`src/hw/cache_pkg.sv`:
```
`default_nettype none

package cache_pkg;

	////////////////////////////////////////////////////////////
	// geometry
	////////////////////////////////////////////////////////////

	localparam int WORD_W = 16;
	localparam int TAG_W = 9;
	localparam int INDEX_W = 5;
	localparam int OFFSET_W = 2;
	localparam int WORDS_PER_LINE = 4;
	localparam int LINE_W = WORD_W * WORDS_PER_LINE;
	localparam int NUM_SETS = 1 << INDEX_W;

	typedef logic [WORD_W-1:0] word_t;
	typedef logic [TAG_W-1:0] tag_t;
	typedef logic [INDEX_W-1:0] index_t;
	typedef logic [OFFSET_W-1:0] offset_t;

	// word 0 sits in the low bits
	typedef logic [LINE_W-1:0] line_data_t;

	// word address with the tag on top
	typedef struct packed {
		tag_t tag;
		index_t index;
		offset_t offset;
	} addr_t;

	typedef struct packed {
		tag_t tag;
		index_t index;
	} line_addr_t;

	////////////////////////////////////////////////////////////
	// entries and requests
	////////////////////////////////////////////////////////////

	typedef struct packed {
		logic valid;
		logic dirty;
		tag_t tag;
		line_data_t line_data;
	} way_entry_t;

	typedef struct packed {
		logic rd;
		logic wr;
		addr_t addr;
		word_t wdata;
	} cache_req_t;

	typedef struct packed {
		logic rd;
		logic wr;
		line_addr_t line_addr;
		line_data_t wdata;
	} mem_req_t;

	typedef struct packed {
		logic done;
		line_data_t rdata;
	} mem_rsp_t;

	typedef enum logic [2:0] {
		INIT,
		IDLE,
		LOOKUP,
		WRITEBACK,
		REFILL,
		FINISH
	} ctrl_state_t;

endpackage

`default_nettype wire

```
`src/hw/line_ram.sv`:
```
`timescale 1ns/1ps
`default_nettype none

// read-first RAM with one entry per set
module line_ram #(
	parameter type entry_t = logic,
	parameter int DEPTH = cache_pkg::NUM_SETS
) (
	input  logic              clk,
	input  logic              i_we,
	input  cache_pkg::index_t i_addr,
	input  entry_t            i_wdata,
	output entry_t            o_rdata
);

	entry_t mem [DEPTH];

	// old contents come out when the same address is written
	always_ff @(posedge clk) begin
		if (i_we) begin
			mem[i_addr] <= i_wdata;
		end
		o_rdata <= mem[i_addr];
	end

endmodule

`default_nettype wire

```
`config.mk`:
```
export PLATFORM = sky130hd
export DESIGN_NAME = line_ram
export DESIGN_NICKNAME = d
export VERILOG_FILES = /design/src/hw/cache_pkg.sv /design/src/hw/line_ram.sv
export SDC_FILE = /design/constraint.sdc
export NUM_CORES = 1
export LEC_CHECK = 0
export ABC_AREA = 1
export BUFFER_PORTS_ARGS = -buffer_cell sky130_fd_sc_hd__buf_2
export CELL_PAD_IN_SITES_DETAIL_PLACEMENT = 2
export CELL_PAD_IN_SITES_GLOBAL_PLACEMENT = 2
export CORE_MARGIN = 10
export CORE_UTILIZATION = 33
export DETAILED_ROUTE_END_ITERATION = 10
export PLACE_DENSITY_LB_ADDON = 0.3
export SLEW_MARGIN = 0
export SYNTH_ARGS = -nofsm -noshare
export SYNTH_HDL_FRONTEND = slang
export SYNTH_SLANG_ARGS = --single-unit
```
`constraint.sdc`:
```
create_clock -name clk -period 1 [get_ports clk]
set_input_delay 0.05 -clock clk [delete_from_list [all_inputs] [get_ports clk]]
set_output_delay 0.05 -clock clk [all_outputs]
set_load 0.02 [all_outputs]
```
==> results.yml <==
logic_synthesis:
  syn_nets: 189
  yosysTopAreaCell: "edfxtp_1"
  synth_cells: 181
  ys_seq_area_share_pct: 62.2
  synth_area_um2: 1580
  synth_top_area_share_pct: 61.0
  ys_types: 13
  ys_warn_count: 0
  synth-seq-cells: 33
  synth_area_leaders: "edfxtp_1, nand2_1, nor2_1, inv_1, nor3_1"
  syn_avg_cell_area_um2: 8.71
layout:
  finalNonFillerCells: 272
  n_antenna_cell: 0
  layout.nets: 225
  final_util_pct: 42.1
  drive_above_1_share_pct: 25.7
  area_growth_syn_to_layout_pct: 25.2
critical_path:
  critPathLaunch: "mem[24]$_DFFE_PP_"
  reg2reg_from: "mem[24]$_DFFE_PP_"
  cp_max_fo: 1
  cp-start-kind: "register"
  cp.arrival_ps: 1280
  required_ps: 1170
  end_kind: "register"
  path_class: "reg2reg"
clock_tree:
  cts_inserted_buffers: 5
  cts_max_path_buffers: 2
  htree_levels: 2
  root_buffer: "clkbuf_8"
  cts_sinks: 33
  clk_pin_slew_worst_paths_ps: 70
  clock_latency_ps: 290
  tritoncts: "built"
floorplanning:
  io_pins: 9
  rows: 25
  die-area_um2: 7940
  die_w_um: 89.1
  core_area_um2: 4690
  initial_core_util_pct: 33.6
  die_h_um: 89.1
placed_design:
  port_buffers: 8
  gp_congestion: 0.768
  dp_cells: 264
  hpwlAfterDp_mm: 3.90
power:
  p_sw_w: 0.000713
  comb_power_share_pct: 11.5
  p_seq_share_pct: 54.5
  clock_power_share_pct: 34.0
  power.internal_w: 0.00212
  power_density_nw_per_um2: 1440
  switching_share_pct: 25.2
  power_leakage_nw: 0.829
  peakVddDrop_v: 0.000689
sta:
  max_slew.worst_pin.slew_ps: 525
  min_period_ps: 1110
  max_freq_ghz: 0.903
  finalWorstSetupSlack_ps: -107
  clock_skew_ps: 9.00
  setup_viol: 1
  slew_headroom_pct: 65.0
  finalCritPeriodShare_pct: 111
  hold_viol: 0
  drv_slew: 0
  fin_tns_setup_ps: -107
  rsz0062_at_grt: "true"
global_routing:
  grt_overflow_total: 0
  antenna_found_initial: 0
  grt_max_degree: 33
  grt.total_usage_pct: 14.1
  grt_pass1_vias: 1508
  grt_first_pass_wirelength_mm: 8.13
detailed_routing:
  post_drt_via_cell_ratio: 4.89
  wl_mm: 5.01
  post-route-drc-count: 0
  dr.pass1.iters: 4
  wl_per_cell_um: 18.4
  dr_total_vias: 1330
  antenna_left: 0
  drt_iter0_drc: 143
outcome:
  failed_checks: "negative setup slack"
  outcome: "finished, violations left"
hold_path:
  min-delay-start: "i_wdata"
  hold_class: "in2reg"
run:
  maxCapViolations: 0
[per-stage QoR]
step	setup slack (ps)	area (µm²)	total power (W)	hold slack [ps]
3_3_place_gp	-236	1840	0.00186	471
5_1_grt	-183	1970	0.00295	302
4_1_cts	-106	1930	0.00284	272
3_5_place_dp	-310	1840	0.00188	476
2_1_floorplan	6.46	1580	0.00172	149
6_report	-107	1970	0.00283	279
[sequential cells by signal, summed over array words and instances (netlist names)]
signal	cells
mem	32
o_rdata	1
[logic make-up after synthesis]
family                 Yosys count  share of synthesized area (%)
buffers and inverters           17                           5.48
flip-flops                      33                           62.2
AND/OR/NAND/NOR                131                           32.3
[repair_timing]
item | 4_1_cts | 5_1_grt
hold buffers | 0 | 0
buffers inserted | 0 | 0
endpoints found under the setup margin | 5 | 10
pin swaps | 2 | 7
gates resized for setup | 4 | 12
[per-layer routing]
metal / vias up / global-route usage [%] / wire (µm) / part of all wire (%)
met2: 23 / 24.0 / 2540 / 51
met4: 0 / 7.08 / 164 / 3.3
met5: - / 0 / 0 / 0
met1: 648 / 16.2 / 2110 / 42
li1: 645 / - / - / -
met3: 14 / 3.46 / 187 / 3.7
[area by class of cell]
type,count,area [µm²]
fill,544,2720
sequential,33,981
multi-input combinational,131,564
timing repair buffer,33,228
clock buffer,5,68.8
tap,54,67.6
inverter,13,51.3
clock inverter,3,12.5
[path summary, 6_finish.rpt]
check                       to  slack [ps]  depth (start not counted)
min reg2reg    o_rdata$_DFF_P_         730                          8
max            o_rdata$_DFF_P_        -110                          8
max reg2reg    o_rdata$_DFF_P_        -110                          8
min          mem[13]$_DFFE_PP_         280                          1
[cells in the mapped netlist]
cell type	n
nand2_1	84
nor2_1	34
edfxtp_1	32
inv_1	11
nor3_1	8
nand3_1	4
buf_6	2
buf_2	1
buf_4	1
clkinv_1	1
dfxtp_1	1
inv_4	1
nand2_2	1
[critical path, stage by stage, from the launching register on]
cell,delay [ps]
edfxtp_1,420
nand2_2,100
nand2_2,40
nand2_1,50
nand2_1,40
nand2_1,80
nand2_2,70
nor2_4,130
nand2_1,60
[power by group through the flow]
stage	Sequential, W	Clock, W	Combinational, W
2_1_floorplan	0.00158	0	0.000140
3_3_place_gp	0.00157	0	0.000291
3_5_place_dp	0.00157	0	0.000310
4_1_cts	0.00154	0.000982	0.000317
5_1_grt	0.00154	0.00104	0.000367
6_report	0.00154	0.000963	0.000326
[cells in the final DEF, fill, tap and decap left out]
cell type,instances
inv_1,11
buf_4,25
clkinv_1,3
clkinv_2,1
nand3_1,4
nand2_1,75
nor2_4,1
buf_2,8
edfxtp_1,32
clkbuf_8,5
dfxtp_1,1
nor2_1,33
nor3_1,3
nor3_2,5
inv_4,1
nand2_2,10
Power figures use the tool's default switching activity.
