### src/hw/cache_pkg.sv
`default_nettype none

package cache_pkg;

	////////////////////////////////////////////////////////////
	// geometry
	////////////////////////////////////////////////////////////

	localparam int WORD_W = 16;
	localparam int TAG_W = 9;
	localparam int INDEX_W = 5;
	localparam int OFFSET_W = 2;
	localparam int WORDS_PER_LINE = 4;
	localparam int LINE_W = WORD_W * WORDS_PER_LINE;
	localparam int NUM_SETS = 1 << INDEX_W;

	typedef logic [WORD_W-1:0] word_t;
	typedef logic [TAG_W-1:0] tag_t;
	typedef logic [INDEX_W-1:0] index_t;
	typedef logic [OFFSET_W-1:0] offset_t;

	// word 0 sits in the low bits
	typedef logic [LINE_W-1:0] line_data_t;

	// word address with the tag on top
	typedef struct packed {
		tag_t tag;
		index_t index;
		offset_t offset;
	} addr_t;

	typedef struct packed {
		tag_t tag;
		index_t index;
	} line_addr_t;

	////////////////////////////////////////////////////////////
	// entries and requests
	////////////////////////////////////////////////////////////

	typedef struct packed {
		logic valid;
		logic dirty;
		tag_t tag;
		line_data_t line_data;
	} way_entry_t;

	typedef struct packed {
		logic rd;
		logic wr;
		addr_t addr;
		word_t wdata;
	} cache_req_t;

	typedef struct packed {
		logic rd;
		logic wr;
		line_addr_t line_addr;
		line_data_t wdata;
	} mem_req_t;

	typedef struct packed {
		logic done;
		line_data_t rdata;
	} mem_rsp_t;

	typedef enum logic [2:0] {
		INIT,
		IDLE,
		LOOKUP,
		WRITEBACK,
		REFILL,
		FINISH
	} ctrl_state_t;

endpackage

`default_nettype wire

### src/hw/dcache_datapath.sv
`timescale 1ns/1ps
`default_nettype none

module dcache_datapath (
	input  cache_pkg::cache_req_t i_req_q,
	input  cache_pkg::way_entry_t i_way0,
	input  cache_pkg::way_entry_t i_way1,
	input  logic                  i_lru,
	input  cache_pkg::line_data_t i_mem_rdata,
	output logic                  o_hit,
	output logic                  o_hit_way,
	output logic                  o_alloc_way,
	output cache_pkg::way_entry_t o_victim,
	output cache_pkg::line_addr_t o_victim_addr,
	output cache_pkg::way_entry_t o_hit_entry,
	output cache_pkg::way_entry_t o_fill_entry,
	output cache_pkg::word_t      o_rdata
);

	import cache_pkg::*;

	logic hit0;
	logic hit1;
	logic alloc_way;
	way_entry_t hit_line;
	way_entry_t victim;
	line_data_t fill_line;

	function automatic word_t select_word(input line_data_t line, input offset_t off);
		return line[int'(off) * WORD_W +: WORD_W];
	endfunction

	function automatic line_data_t merge_word(input line_data_t line, input offset_t off,
			input word_t w);
		line_data_t res;
		res = line;
		res[int'(off) * WORD_W +: WORD_W] = w;
		return res;
	endfunction

	////////////////////////////////////////////////////////////
	// tag compare and way choice
	////////////////////////////////////////////////////////////

	assign hit0 = i_way0.valid && (i_way0.tag == i_req_q.addr.tag);
	assign hit1 = i_way1.valid && (i_way1.tag == i_req_q.addr.tag);
	assign o_hit = hit0 | hit1;
	assign o_hit_way = ~hit0;
	assign hit_line = hit0 ? i_way0 : i_way1;

	// empty way first, else the one the lru bit names
	assign alloc_way = !i_way0.valid ? 1'b0 :
		!i_way1.valid ? 1'b1 : i_lru;
	assign o_alloc_way = alloc_way;

	assign victim = alloc_way ? i_way1 : i_way0;
	assign o_victim = victim;
	assign o_victim_addr = '{tag: victim.tag, index: i_req_q.addr.index};

	////////////////////////////////////////////////////////////
	// write merge and fill
	////////////////////////////////////////////////////////////

	assign o_hit_entry = '{
		valid: 1'b1,
		dirty: 1'b1,
		tag: hit_line.tag,
		line_data: merge_word(hit_line.line_data, i_req_q.addr.offset, i_req_q.wdata)
	};

	// a write miss lands its word on top of the fetched line
	assign fill_line = i_req_q.wr ?
		merge_word(i_mem_rdata, i_req_q.addr.offset, i_req_q.wdata) : i_mem_rdata;

	assign o_fill_entry = '{
		valid: 1'b1,
		dirty: i_req_q.wr,
		tag: i_req_q.addr.tag,
		line_data: fill_line
	};

	// read word from the resident line, or straight from memory after a refill
	assign o_rdata = o_hit ? select_word(hit_line.line_data, i_req_q.addr.offset) :
		select_word(i_mem_rdata, i_req_q.addr.offset);

endmodule

`default_nettype wire

### config.mk
export PLATFORM = sky130hd
export DESIGN_NAME = dcache_datapath
export DESIGN_NICKNAME = d
export VERILOG_FILES = /design/src/hw/cache_pkg.sv /design/src/hw/dcache_datapath.sv
export SDC_FILE = /design/constraint.sdc
export NUM_CORES = 1
export LEC_CHECK = 0
export BUFFER_PORTS_ARGS = -buffer_cell sky130_fd_sc_hd__clkbuf_2
export CORE_AREA = 2 2 200 202
export DETAILED_ROUTE_END_ITERATION = 8
export DIE_AREA = 0 0 202 204
export PLACE_DENSITY = 0.36
export SYNTH_ARGS = -nofsm -noshare
export SYNTH_HDL_FRONTEND = slang
export SYNTH_SLANG_ARGS = --single-unit
### constraint.sdc
create_clock -name vclk -period 5.1
set_input_delay 1.02 -clock vclk [all_inputs]
set_output_delay 1.02 -clock vclk [all_outputs]
set_load 0.005 [all_outputs]
==> impl_metrics.env <==
export IMPL_status="finished, final reports clean"
export IMPL_finalCriticalPeriod_ns=4.60
export IMPL_crit_path_cell_trace="clkbuf_2 > xnor2_1 > nand4_1 > nor3_2 > buf_12 > nand3_1 > a21oi_1 > o41a_1 > clkbuf_2"
export IMPL_crit_family="simple AND/OR/NAND/NOR gates"
export IMPL_cp_slowest_cell="nor3_2"
export IMPL_cpMostUsedCell="clkbuf_2"
export IMPL_via_count=9470
export IMPL_crit_path_max_incr_delay_ns=0.54
export IMPL_power_density_mw_per_mm2=93.1
export IMPL_wire_per_inst_um=25.5
export IMPL_core_area_mm2=0.0392
export IMPL_fmax_ghz=0.217
export IMPL_syn_area_mm2=0.00570
export IMPL_final_setup_viol_count=0
export IMPL_crit_type="primary input to primary output"
export IMPL_rsz0062_at_grt="no"
export IMPL_drt_vias_per_instance=4.79
export IMPL_regArea_um2=0
export IMPL_worst_pin_slew_ns=1.01
export IMPL_dp_cells=1979
export IMPL_holdWs_ns=2.04
export IMPL_place_area_mm2=0.00848
export IMPL_design_seq_count=0
export IMPL_post_dp_hpwl_um=40100
export IMPL_insertedDiodeCount=0
export IMPL_area_growth_pct=48.7
export IMPL_grt_pass1_wl_um=68300
export IMPL_fillers=4649
export IMPL_die_height_um=204
export IMPL_slew_headroom=0.324
export IMPL_grt_pass1_vias=8720
export IMPL_synth_area_leaders="nand2_1, o21ai_0, mux2i_1"
export IMPL_ys_seq_area_frac=0
export IMPL_cp_start_kind="primary input"
export IMPL_rows=73
export IMPL_post_cts_setup_buffer_count=0
export IMPL_maxCapViolCount=0
export IMPL_cts_hold_buf=0
export IMPL_cp_arrival_ns=3.58
export IMPL_instances_no_fill=1979
export IMPL_routed_wl_um=50400
export IMPL_syn_avg_cell_area_um2=5.34
export IMPL_synth_cell_types=33
export IMPL_clock_buffers=0
export IMPL_final_antenna_net_count=0
export IMPL_port_buffers=493
export IMPL_period_share=0.902
export IMPL_die_x_um=202
export IMPL_fin_nets=1710
export IMPL_dieArea_mm2=0.0412
export IMPL_synth_largest_area_cell="nand2_1"
export IMPL_ys_warn_count=0
export IMPL_gp_congestion=0.857
export IMPL_holdCritStartpoint="i_req_q[18]"
export IMPL_fin_setup_tns_ns=0
export IMPL_cp_max_fo=33
export IMPL_power_uw=789
export IMPL_startpoint="i_req_q[31]"
export IMPL_crit_buf_inv=3
export IMPL_maxSlewViolCount=0
export IMPL_vdd_drop_max_uv=49.6
export IMPL_leakage_uw=0.00446
export IMPL_drc=0
export IMPL_synth_cells=1067
export IMPL_first_pass_iters=5
export IMPL_required_ns=4.08
export IMPL_endpoint_kind="primary output"
export IMPL_gr_total_overflow=0
export IMPL_antenna_found_initial=1
export IMPL_io_pins=507
export IMPL_final_cell_area_mm2=0.00848
export IMPL_post_cts_resized=0
export IMPL_grt_max_degree=72
export IMPL_drt_initial_drc_count=950
export IMPL_start_util=0.146
export IMPL_final_layout_size_suffix_gt1_frac=0.369
export IMPL_min_path_type="primary input to primary output"
export IMPL_hold_viol=0
export IMPL_synth_top_area_frac=0.259
export IMPL_grt_use_total=0.229
path summary, 6_finish.rpt:
path	end	cells past startpoint
worst max-delay path	o_rdata[9]	9
worst min-delay path	o_victim_addr[0]	0
cells by family after synthesis:
logic type      after synthesis  share of synthesized area
other cells                   1                   0.000658
compound gates              324                      0.357
fa+ha+maj                     5                     0.0110
mux                          61                      0.107
buf+inv                     148                      0.126
xor+xnor                     18                     0.0276
simple gates                510                      0.371
layout make-up:
type | instances | area (um2) | area share
tap | 525 | 657 | 0.0775
timing repair buffer | 526 | 2750 | 0.325
inverter | 7 | 27.5 | 0.00325
multi-input combinational | 921 | 5040 | 0.595
routing by layer:
layer	wire [um]	track usage
met5	0	0
met4	554	0.0226
met3	3610	0.0289
met2	23500	0.385
met1	22800	0.323
where the power goes:
| group | internal, uW | switching [uW] |
|---|---|---|
| clock | 0 | 0 |
| combinational | 289 | 500 |
| sequential | 0 | 0 |
through the flow:
step | utilization | setup WS, ns
6_report | 0.216 | 0.501
5_1_grt | 0.216 | 0.367
4_1_cts | 0.216 | 0.396
3_5_place_dp | 0.216 | 0.397
3_3_place_gp | 0.216 | 0.452
2_1_floorplan | - | 1.36
cells in the final DEF, fill, tap and decap left out:
| cell type | synthesis | routed |
|---|---|---|
| o41a_1 | 16 | 16 |
| and2_1 | 18 | 18 |
| buf_12 | 0 | 3 |
| inv_1 | 5 | 5 |
| nor3b_2 | 0 | 3 |
| nand4_1 | 7 | 7 |
| nor3_2 | 2 | 3 |
| o31ai_1 | 3 | 3 |
| clkinv_1 | 2 | 1 |
| o31a_1 | 29 | 29 |
| o21ai_0 | 173 | 173 |
| a21boi_0 | 16 | 16 |
| or3_4 | 0 | 1 |
| and4_1 | 2 | 2 |
| nand2b_1 | 1 | 1 |
| o221ai_1 | 16 | 16 |
| o21ai_4 | 0 | 1 |
| a21oi_1 | 35 | 35 |
| nor3_4 | 0 | 1 |
| buf_4 | 29 | 30 |
| clkinv_2 | 0 | 1 |
| ha_1 | 5 | 5 |
| a211oi_1 | 32 | 32 |
| or3_1 | 2 | 1 |
| mux2i_1 | 61 | 61 |
| nand3_1 | 77 | 77 |
| xnor2_1 | 18 | 18 |
| clkbuf_2 | 13 | 493 |
| nand2_1 | 393 | 393 |
| nor2_1 | 3 | 3 |
| a32o_1 | 3 | 3 |
| conb_1 | 1 | 3 |
synthesized netlist by cell type, drive strengths merged (4+ instances only):
cell type	instances
nand2	393
o21ai	174
clkbuf	91
nand3	77
mux2i	61
buf	50
a21oi	35
a211oi	32
o31a	29
and2	18
xnor2	18
a21boi	16
o221ai	16
o41a	16
nand4	7
ha	5
inv	5
nor3	4
No activity file was read; power rests on OpenSTA's default activity.
