<file path="config.mk">
export PLATFORM = sky130hd
export DESIGN_NAME = dcache_ctrl
export DESIGN_NICKNAME = d
export VERILOG_FILES = /design/src/hw/cache_pkg.sv /design/src/hw/dcache_ctrl.sv
export SDC_FILE = /design/constraint.sdc
export NUM_CORES = 1
export LEC_CHECK = 0
export BUFFER_PORTS_ARGS = -buffer_cell sky130_fd_sc_hd__buf_2
export CORE_AREA = 3 3 212 214
export CTS_CLUSTER_DIAMETER = 50
export DETAILED_ROUTE_END_ITERATION = 7
export DIE_AREA = 0 0 215 217
export GPL_TIMING_DRIVEN = 0
export PLACE_DENSITY_LB_ADDON = 0.2
export SLEW_MARGIN = 20
export SYNTH_ARGS = -nofsm -noshare
export SYNTH_HDL_FRONTEND = slang
export SYNTH_SLANG_ARGS = --single-unit
</file>
<file path="constraint.sdc">
create_clock -name clk -period 5.9 [get_ports clk]
set_input_delay 1.18 -clock clk [delete_from_list [all_inputs] [get_ports clk]]
set_output_delay 1.18 -clock clk [all_outputs]
set_load 0.005 [all_outputs]
</file>
<file path="src/hw/cache_pkg.sv">
`default_nettype none

package cache_pkg;

	////////////////////////////////////////////////////////////
	// geometry
	////////////////////////////////////////////////////////////

	localparam int WORD_W = 16;
	localparam int TAG_W = 9;
	localparam int INDEX_W = 5;
	localparam int OFFSET_W = 2;
	localparam int WORDS_PER_LINE = 4;
	localparam int LINE_W = WORD_W * WORDS_PER_LINE;
	localparam int NUM_SETS = 1 << INDEX_W;

	typedef logic [WORD_W-1:0] word_t;
	typedef logic [TAG_W-1:0] tag_t;
	typedef logic [INDEX_W-1:0] index_t;
	typedef logic [OFFSET_W-1:0] offset_t;

	// word 0 sits in the low bits
	typedef logic [LINE_W-1:0] line_data_t;

	// word address with the tag on top
	typedef struct packed {
		tag_t tag;
		index_t index;
		offset_t offset;
	} addr_t;

	typedef struct packed {
		tag_t tag;
		index_t index;
	} line_addr_t;

	////////////////////////////////////////////////////////////
	// entries and requests
	////////////////////////////////////////////////////////////

	typedef struct packed {
		logic valid;
		logic dirty;
		tag_t tag;
		line_data_t line_data;
	} way_entry_t;

	typedef struct packed {
		logic rd;
		logic wr;
		addr_t addr;
		word_t wdata;
	} cache_req_t;

	typedef struct packed {
		logic rd;
		logic wr;
		line_addr_t line_addr;
		line_data_t wdata;
	} mem_req_t;

	typedef struct packed {
		logic done;
		line_data_t rdata;
	} mem_rsp_t;

	typedef enum logic [2:0] {
		INIT,
		IDLE,
		LOOKUP,
		WRITEBACK,
		REFILL,
		FINISH
	} ctrl_state_t;

endpackage

`default_nettype wire

</file>
<file path="src/hw/dcache_ctrl.sv">
`timescale 1ns/1ps
`default_nettype none

module dcache_ctrl (
	input  logic                  clk,
	input  logic                  rst,
	input  cache_pkg::cache_req_t i_req,
	output logic                  o_ready,
	output logic                  o_done,
	output cache_pkg::cache_req_t o_req_q,
	output cache_pkg::index_t     o_index,
	output logic                  o_we0,
	output logic                  o_we1,
	output cache_pkg::way_entry_t o_way_wdata,
	output logic                  o_lru_we,
	output logic                  o_lru_wdata,
	input  logic                  i_hit,
	input  logic                  i_hit_way,
	input  logic                  i_alloc_way,
	input  cache_pkg::way_entry_t i_victim,
	input  cache_pkg::line_addr_t i_victim_addr,
	input  cache_pkg::way_entry_t i_hit_entry,
	input  cache_pkg::way_entry_t i_fill_entry,
	output cache_pkg::mem_req_t   o_mem_req,
	input  cache_pkg::mem_rsp_t   i_mem_rsp
);

	import cache_pkg::*;

	ctrl_state_t state;
	ctrl_state_t next_state;
	index_t init_cnt;
	cache_req_t req_q;
	logic accept;
	logic init_last;

	assign accept = (state == IDLE) && (i_req.rd || i_req.wr);
	assign init_last = (init_cnt == index_t'(NUM_SETS - 1));

	assign o_ready = (state == IDLE);
	assign o_done = (state == FINISH);
	assign o_req_q = req_q;

	////////////////////////////////////////////////////////////
	// state and counters
	////////////////////////////////////////////////////////////

	always_ff @(posedge clk) begin
		if (rst) begin
			state <= INIT;
			init_cnt <= '0;
		end else begin
			state <= next_state;
			if (state == INIT) begin
				init_cnt <= init_cnt + 1'b1;
			end
		end
	end

	// read has priority over write in the held request
	always_ff @(posedge clk) begin
		if (accept) begin
			req_q <= i_req;
			req_q.wr <= i_req.wr & ~i_req.rd;
		end
	end

	////////////////////////////////////////////////////////////
	// next state and ram / memory controls
	////////////////////////////////////////////////////////////

	always_comb begin
		next_state = state;
		o_index = req_q.addr.index;
		o_we0 = 1'b0;
		o_we1 = 1'b0;
		o_way_wdata = i_hit_entry;
		o_lru_we = 1'b0;
		o_lru_wdata = 1'b0;
		o_mem_req = '{
			rd: 1'b0,
			wr: 1'b0,
			line_addr: '{tag: req_q.addr.tag, index: req_q.addr.index},
			wdata: i_victim.line_data
		};

		case (state)
			// sweep every set to invalid
			INIT: begin
				o_index = init_cnt;
				o_we0 = 1'b1;
				o_we1 = 1'b1;
				o_way_wdata = '0;
				o_lru_we = 1'b1;
				if (init_last) begin
					next_state = IDLE;
				end
			end

			// set is read at the acceptance edge
			IDLE: begin
				o_index = i_req.addr.index;
				if (accept) begin
					next_state = LOOKUP;
				end
			end

			LOOKUP: begin
				if (i_hit) begin
					o_lru_we = 1'b1;
					o_lru_wdata = ~i_hit_way;
					if (req_q.wr) begin
						o_we0 = ~i_hit_way;
						o_we1 = i_hit_way;
					end
					next_state = FINISH;
				end else if (i_victim.valid && i_victim.dirty) begin
					next_state = WRITEBACK;
				end else begin
					next_state = REFILL;
				end
			end

			// dirty victim goes out before the refill
			WRITEBACK: begin
				o_mem_req.wr = 1'b1;
				o_mem_req.line_addr = i_victim_addr;
				if (i_mem_rsp.done) begin
					next_state = REFILL;
				end
			end

			REFILL: begin
				o_mem_req.rd = 1'b1;
				if (i_mem_rsp.done) begin
					o_way_wdata = i_fill_entry;
					o_we0 = ~i_alloc_way;
					o_we1 = i_alloc_way;
					o_lru_we = 1'b1;
					o_lru_wdata = ~i_alloc_way;
					next_state = FINISH;
				end
			end

			FINISH: begin
				next_state = IDLE;
			end

			default: begin
				next_state = INIT;
			end
		endcase
	end

endmodule

`default_nettype wire

</file>
==> results.ini <==
[power]
p_clk_share_pct = 27.0
pwr-share-comb_pct = 38.8
power_density_nw_per_um2 = 172
internal-power_uw = 711
swShare_pct = 31.7
p_sw_uw = 330
p_leak_nw = 3.06
p_seq_share_pct = 34.2
vdd_drop_max_uv = 100

[floorplanning]
start_util_pct = 7.23
dieArea_sq_um = 46700
die_x_um = 215
ioPinCount = 543
core_sq_um = 43100
die_h_um = 217
rows = 76

[cts]
cts_max_level = 2
clockBufferDepth = 2
post-cts-setup-buffers = 0
cts_sinks = 42
clk_pin_slew_ps = 60
ctsHoldBuffers = 0
cts-root-buf = clkbuf_16
cts_resized = 0
numCtsBuffers = 5
clkLatencyLatePin_ps = 290
cts_tree = yes

[route]
antenna_left = 0
vias_per_cell = 3.09
first_pass_iters = 4
drt_iter0_markers = 122
wl_per_cell_um = 16.3
drt_wl_total_um = 21100
drc = 0
vias = 3989

[logic_synthesis]
synth-edff-count = 34
yosys_warnings = 0
ys_seq_area_share_pct = 37.9
ys_async_sr_fraction_pct = 0
synth_cells = 294
ys.flop_type = edfxtp_1
yosysUniqueCellTypes = 39
syn_area_sq_um = 3120
ys_ff_latch = 42
syn_avg_cell_area_sq_um = 10.6
synth_nets = 639

[global_routing]
grt_max_degree = 29
grt_pass1_vias = 4117
overflow = 0
grt_pass1_wl_um = 28700
grt_usage_pct = 8.35
antenna_found_initial = 5

[critical_path]
r2r_end = o_req_q[22]
critPathSlowestCell = o21ai_1
cp-end-kind = primary output
path_cells = buf_2 -> o21ai_1 -> buf_2 -> buf_2 -> a22o_1 -> buf_2
critical_path_class = in2out
max_stage_delay_ps = 470
cp.arrival_ps = 2920
critical_path.startpoint_type = input pin
path_common_cell = buf_2
reg2reg_depth = 5
worstSetupStartpoint = i_mem_rsp[64]
crit_end = o_way_wdata[68]
r2r-start = state[0]
crit_fanout = 10
rrSetupSlack_ps = 4010
crit_required_ps = 4720

[timing]
tightest_slew_ps = 737
fin_crit_sh_pct = 69.4
fin_skew_ps = 6.47
finalCriticalPeriod_ps = 4100
rsz0062_at_grt = no
drv_slew = 0
setup_viol = 0
hold_violations = 0
finalSetupTns_ps = 0
fmax_ghz = 0.244
slew_headroom_pct = 50.9

[min_path]
hold_class = reg2reg

[place]
numPlacedInstances = 1284
gp_congestion = 0.804
port_buffers = 404
hpwlAfterDp_um = 18600

[finish]
synthToLayoutAreaGrowth_pct = 93.8
finalNonFillerCells = 1293
layout-drive-gt1-share_pct = 72.7
num-nets-final = 1051

[job]
max_cap_viol_count = 0

[outcome]
status = finished, final reports clean

-- worst max-delay path: cells and delay by family --
| kind | cells | cell delay, ps |
|---|---|---|
| buf+inv | 4 | 1010 |
| compound gates | 2 | 710 |
-- through the flow --
stage	power (mW)	hold slack [ps]	utilization, %	cell area (sq um)	worst slack (ps)
global route	1.11	612	14.0	6040	1540
detailed placement	0.784	553	13.7	5890	1590
global placement	0.783	541	13.6	5870	1630
finish	1.04	560	14.0	6040	1800
CTS	1.07	565	14.0	6040	1590
floorplan	0.537	489	-	3120	2800
-- area by class of cell --
cell class / count / area [sq um]
Buffer: 87 / 642
Inverter: 4 / 17.5
Antenna cell: 1 / 2.50
Clock buffer: 5 / 125
Clock inverter: 3 / 20.0
Tap cell: 585 / 732
Fill cell: 4959 / 37000
Timing Repair Buffer: 405 / 2040
Multi-Input combinational cell: 161 / 1280
Sequential cell: 42 / 1180
-- synth_stat cells (2+ instances only) --
| library cell | n | share of area [%] |
|---|---|---|
| xor2_1 | 2 | 0.56 |
| buf_6 | 6 | 2.2 |
| buf_4 | 66 | 16 |
| nand2_1 | 11 | 1.3 |
| o21ai_1 | 2 | 0.32 |
| o21ai_0 | 9 | 1.4 |
| nor3_1 | 2 | 0.32 |
| clkbuf_1 | 4 | 0.48 |
| a22o_1 | 75 | 21 |
| buf_2 | 9 | 1.4 |
| ha_1 | 2 | 0.80 |
| inv_1 | 3 | 0.36 |
| dfxtp_1 | 8 | 5.1 |
| nor3_4 | 2 | 1.0 |
| nor2b_1 | 3 | 0.60 |
| edfxtp_1 | 34 | 33 |
| mux2i_1 | 7 | 2.2 |
| a21oi_1 | 4 | 0.64 |
| mux2_2 | 14 | 5.1 |
| nor2_1 | 12 | 1.4 |
-- kinds of logic after synthesis --
logic type	after synthesis	share of synthesized area (%)
and+or+nand+nor	38	6.59
xor gates and xnor gates	3	0.844
AOI/OAI and AO/OA	97	25.4
buffers and inverters	91	21.2
adders and majority gates	2	0.803
DFF	42	37.9
muxes	21	7.31
-- layout by cell type (no fill, tap or decap), types with 2 or more instances in the layout --
cell type  instances
o21ai_0            9
dfxtp_1            8
nor2b_1            3
mux2i_1            7
inv_1              3
mux2_2            14
a21oi_1            4
xor2_1             2
o21ai_1            2
nor2_1            12
buf_4             66
ha_1               2
nand2_1           11
buf_2            413
clkbuf_16          5
nor3_4             2
edfxtp_1          34
buf_6              6
clkbuf_1           4
a22o_1            75
nor3_1             2
-- layer usage --
layer  vias to the layer above  wire length, um  track usage, %
met4                         4              157            1.30
met3                        14             1920            2.39
met5                         -               33               0
met2                       281            11200            16.2
li1                       1875                -               -
met1                      1815             7760            9.11
-- how the worst min path moves through the flow --
| stage | startpoint | endpoint | slack [ps] | cells after the start |
|---|---|---|---|---|
| after detailed placement | init_cnt[4] | init_cnt[4] | 550 | 2 |
| after global placement | init_cnt[4] | init_cnt[4] | 540 | 2 |
| after global routing | init_cnt[1] | init_cnt[1] | 610 | 2 |
| final | init_cnt[4] | init_cnt[4] | 560 | 2 |
| after floorplan | init_cnt[4] | init_cnt[4] | 490 | 2 |
| after CTS | init_cnt[4] | init_cnt[4] | 560 | 2 |
-- sequential cells by signal (all words and copies together), names as in the netlist --
| name | flops |
|---|---|
| init_cnt | 5 |
| o_req_q | 34 |
| state | 3 |
-- power groups by stage --
stage          logic, mW  registers (mW)  clock network (mW)
2_1_floorplan      0.176           0.361                   0
3_3_place_gp       0.419           0.364                   0
3_5_place_dp       0.422           0.362                   0
4_1_cts            0.424           0.356               0.293
5_1_grt            0.450           0.359               0.302
6_report           0.404           0.356               0.281
No activity file was read; power rests on OpenSTA's default activity.
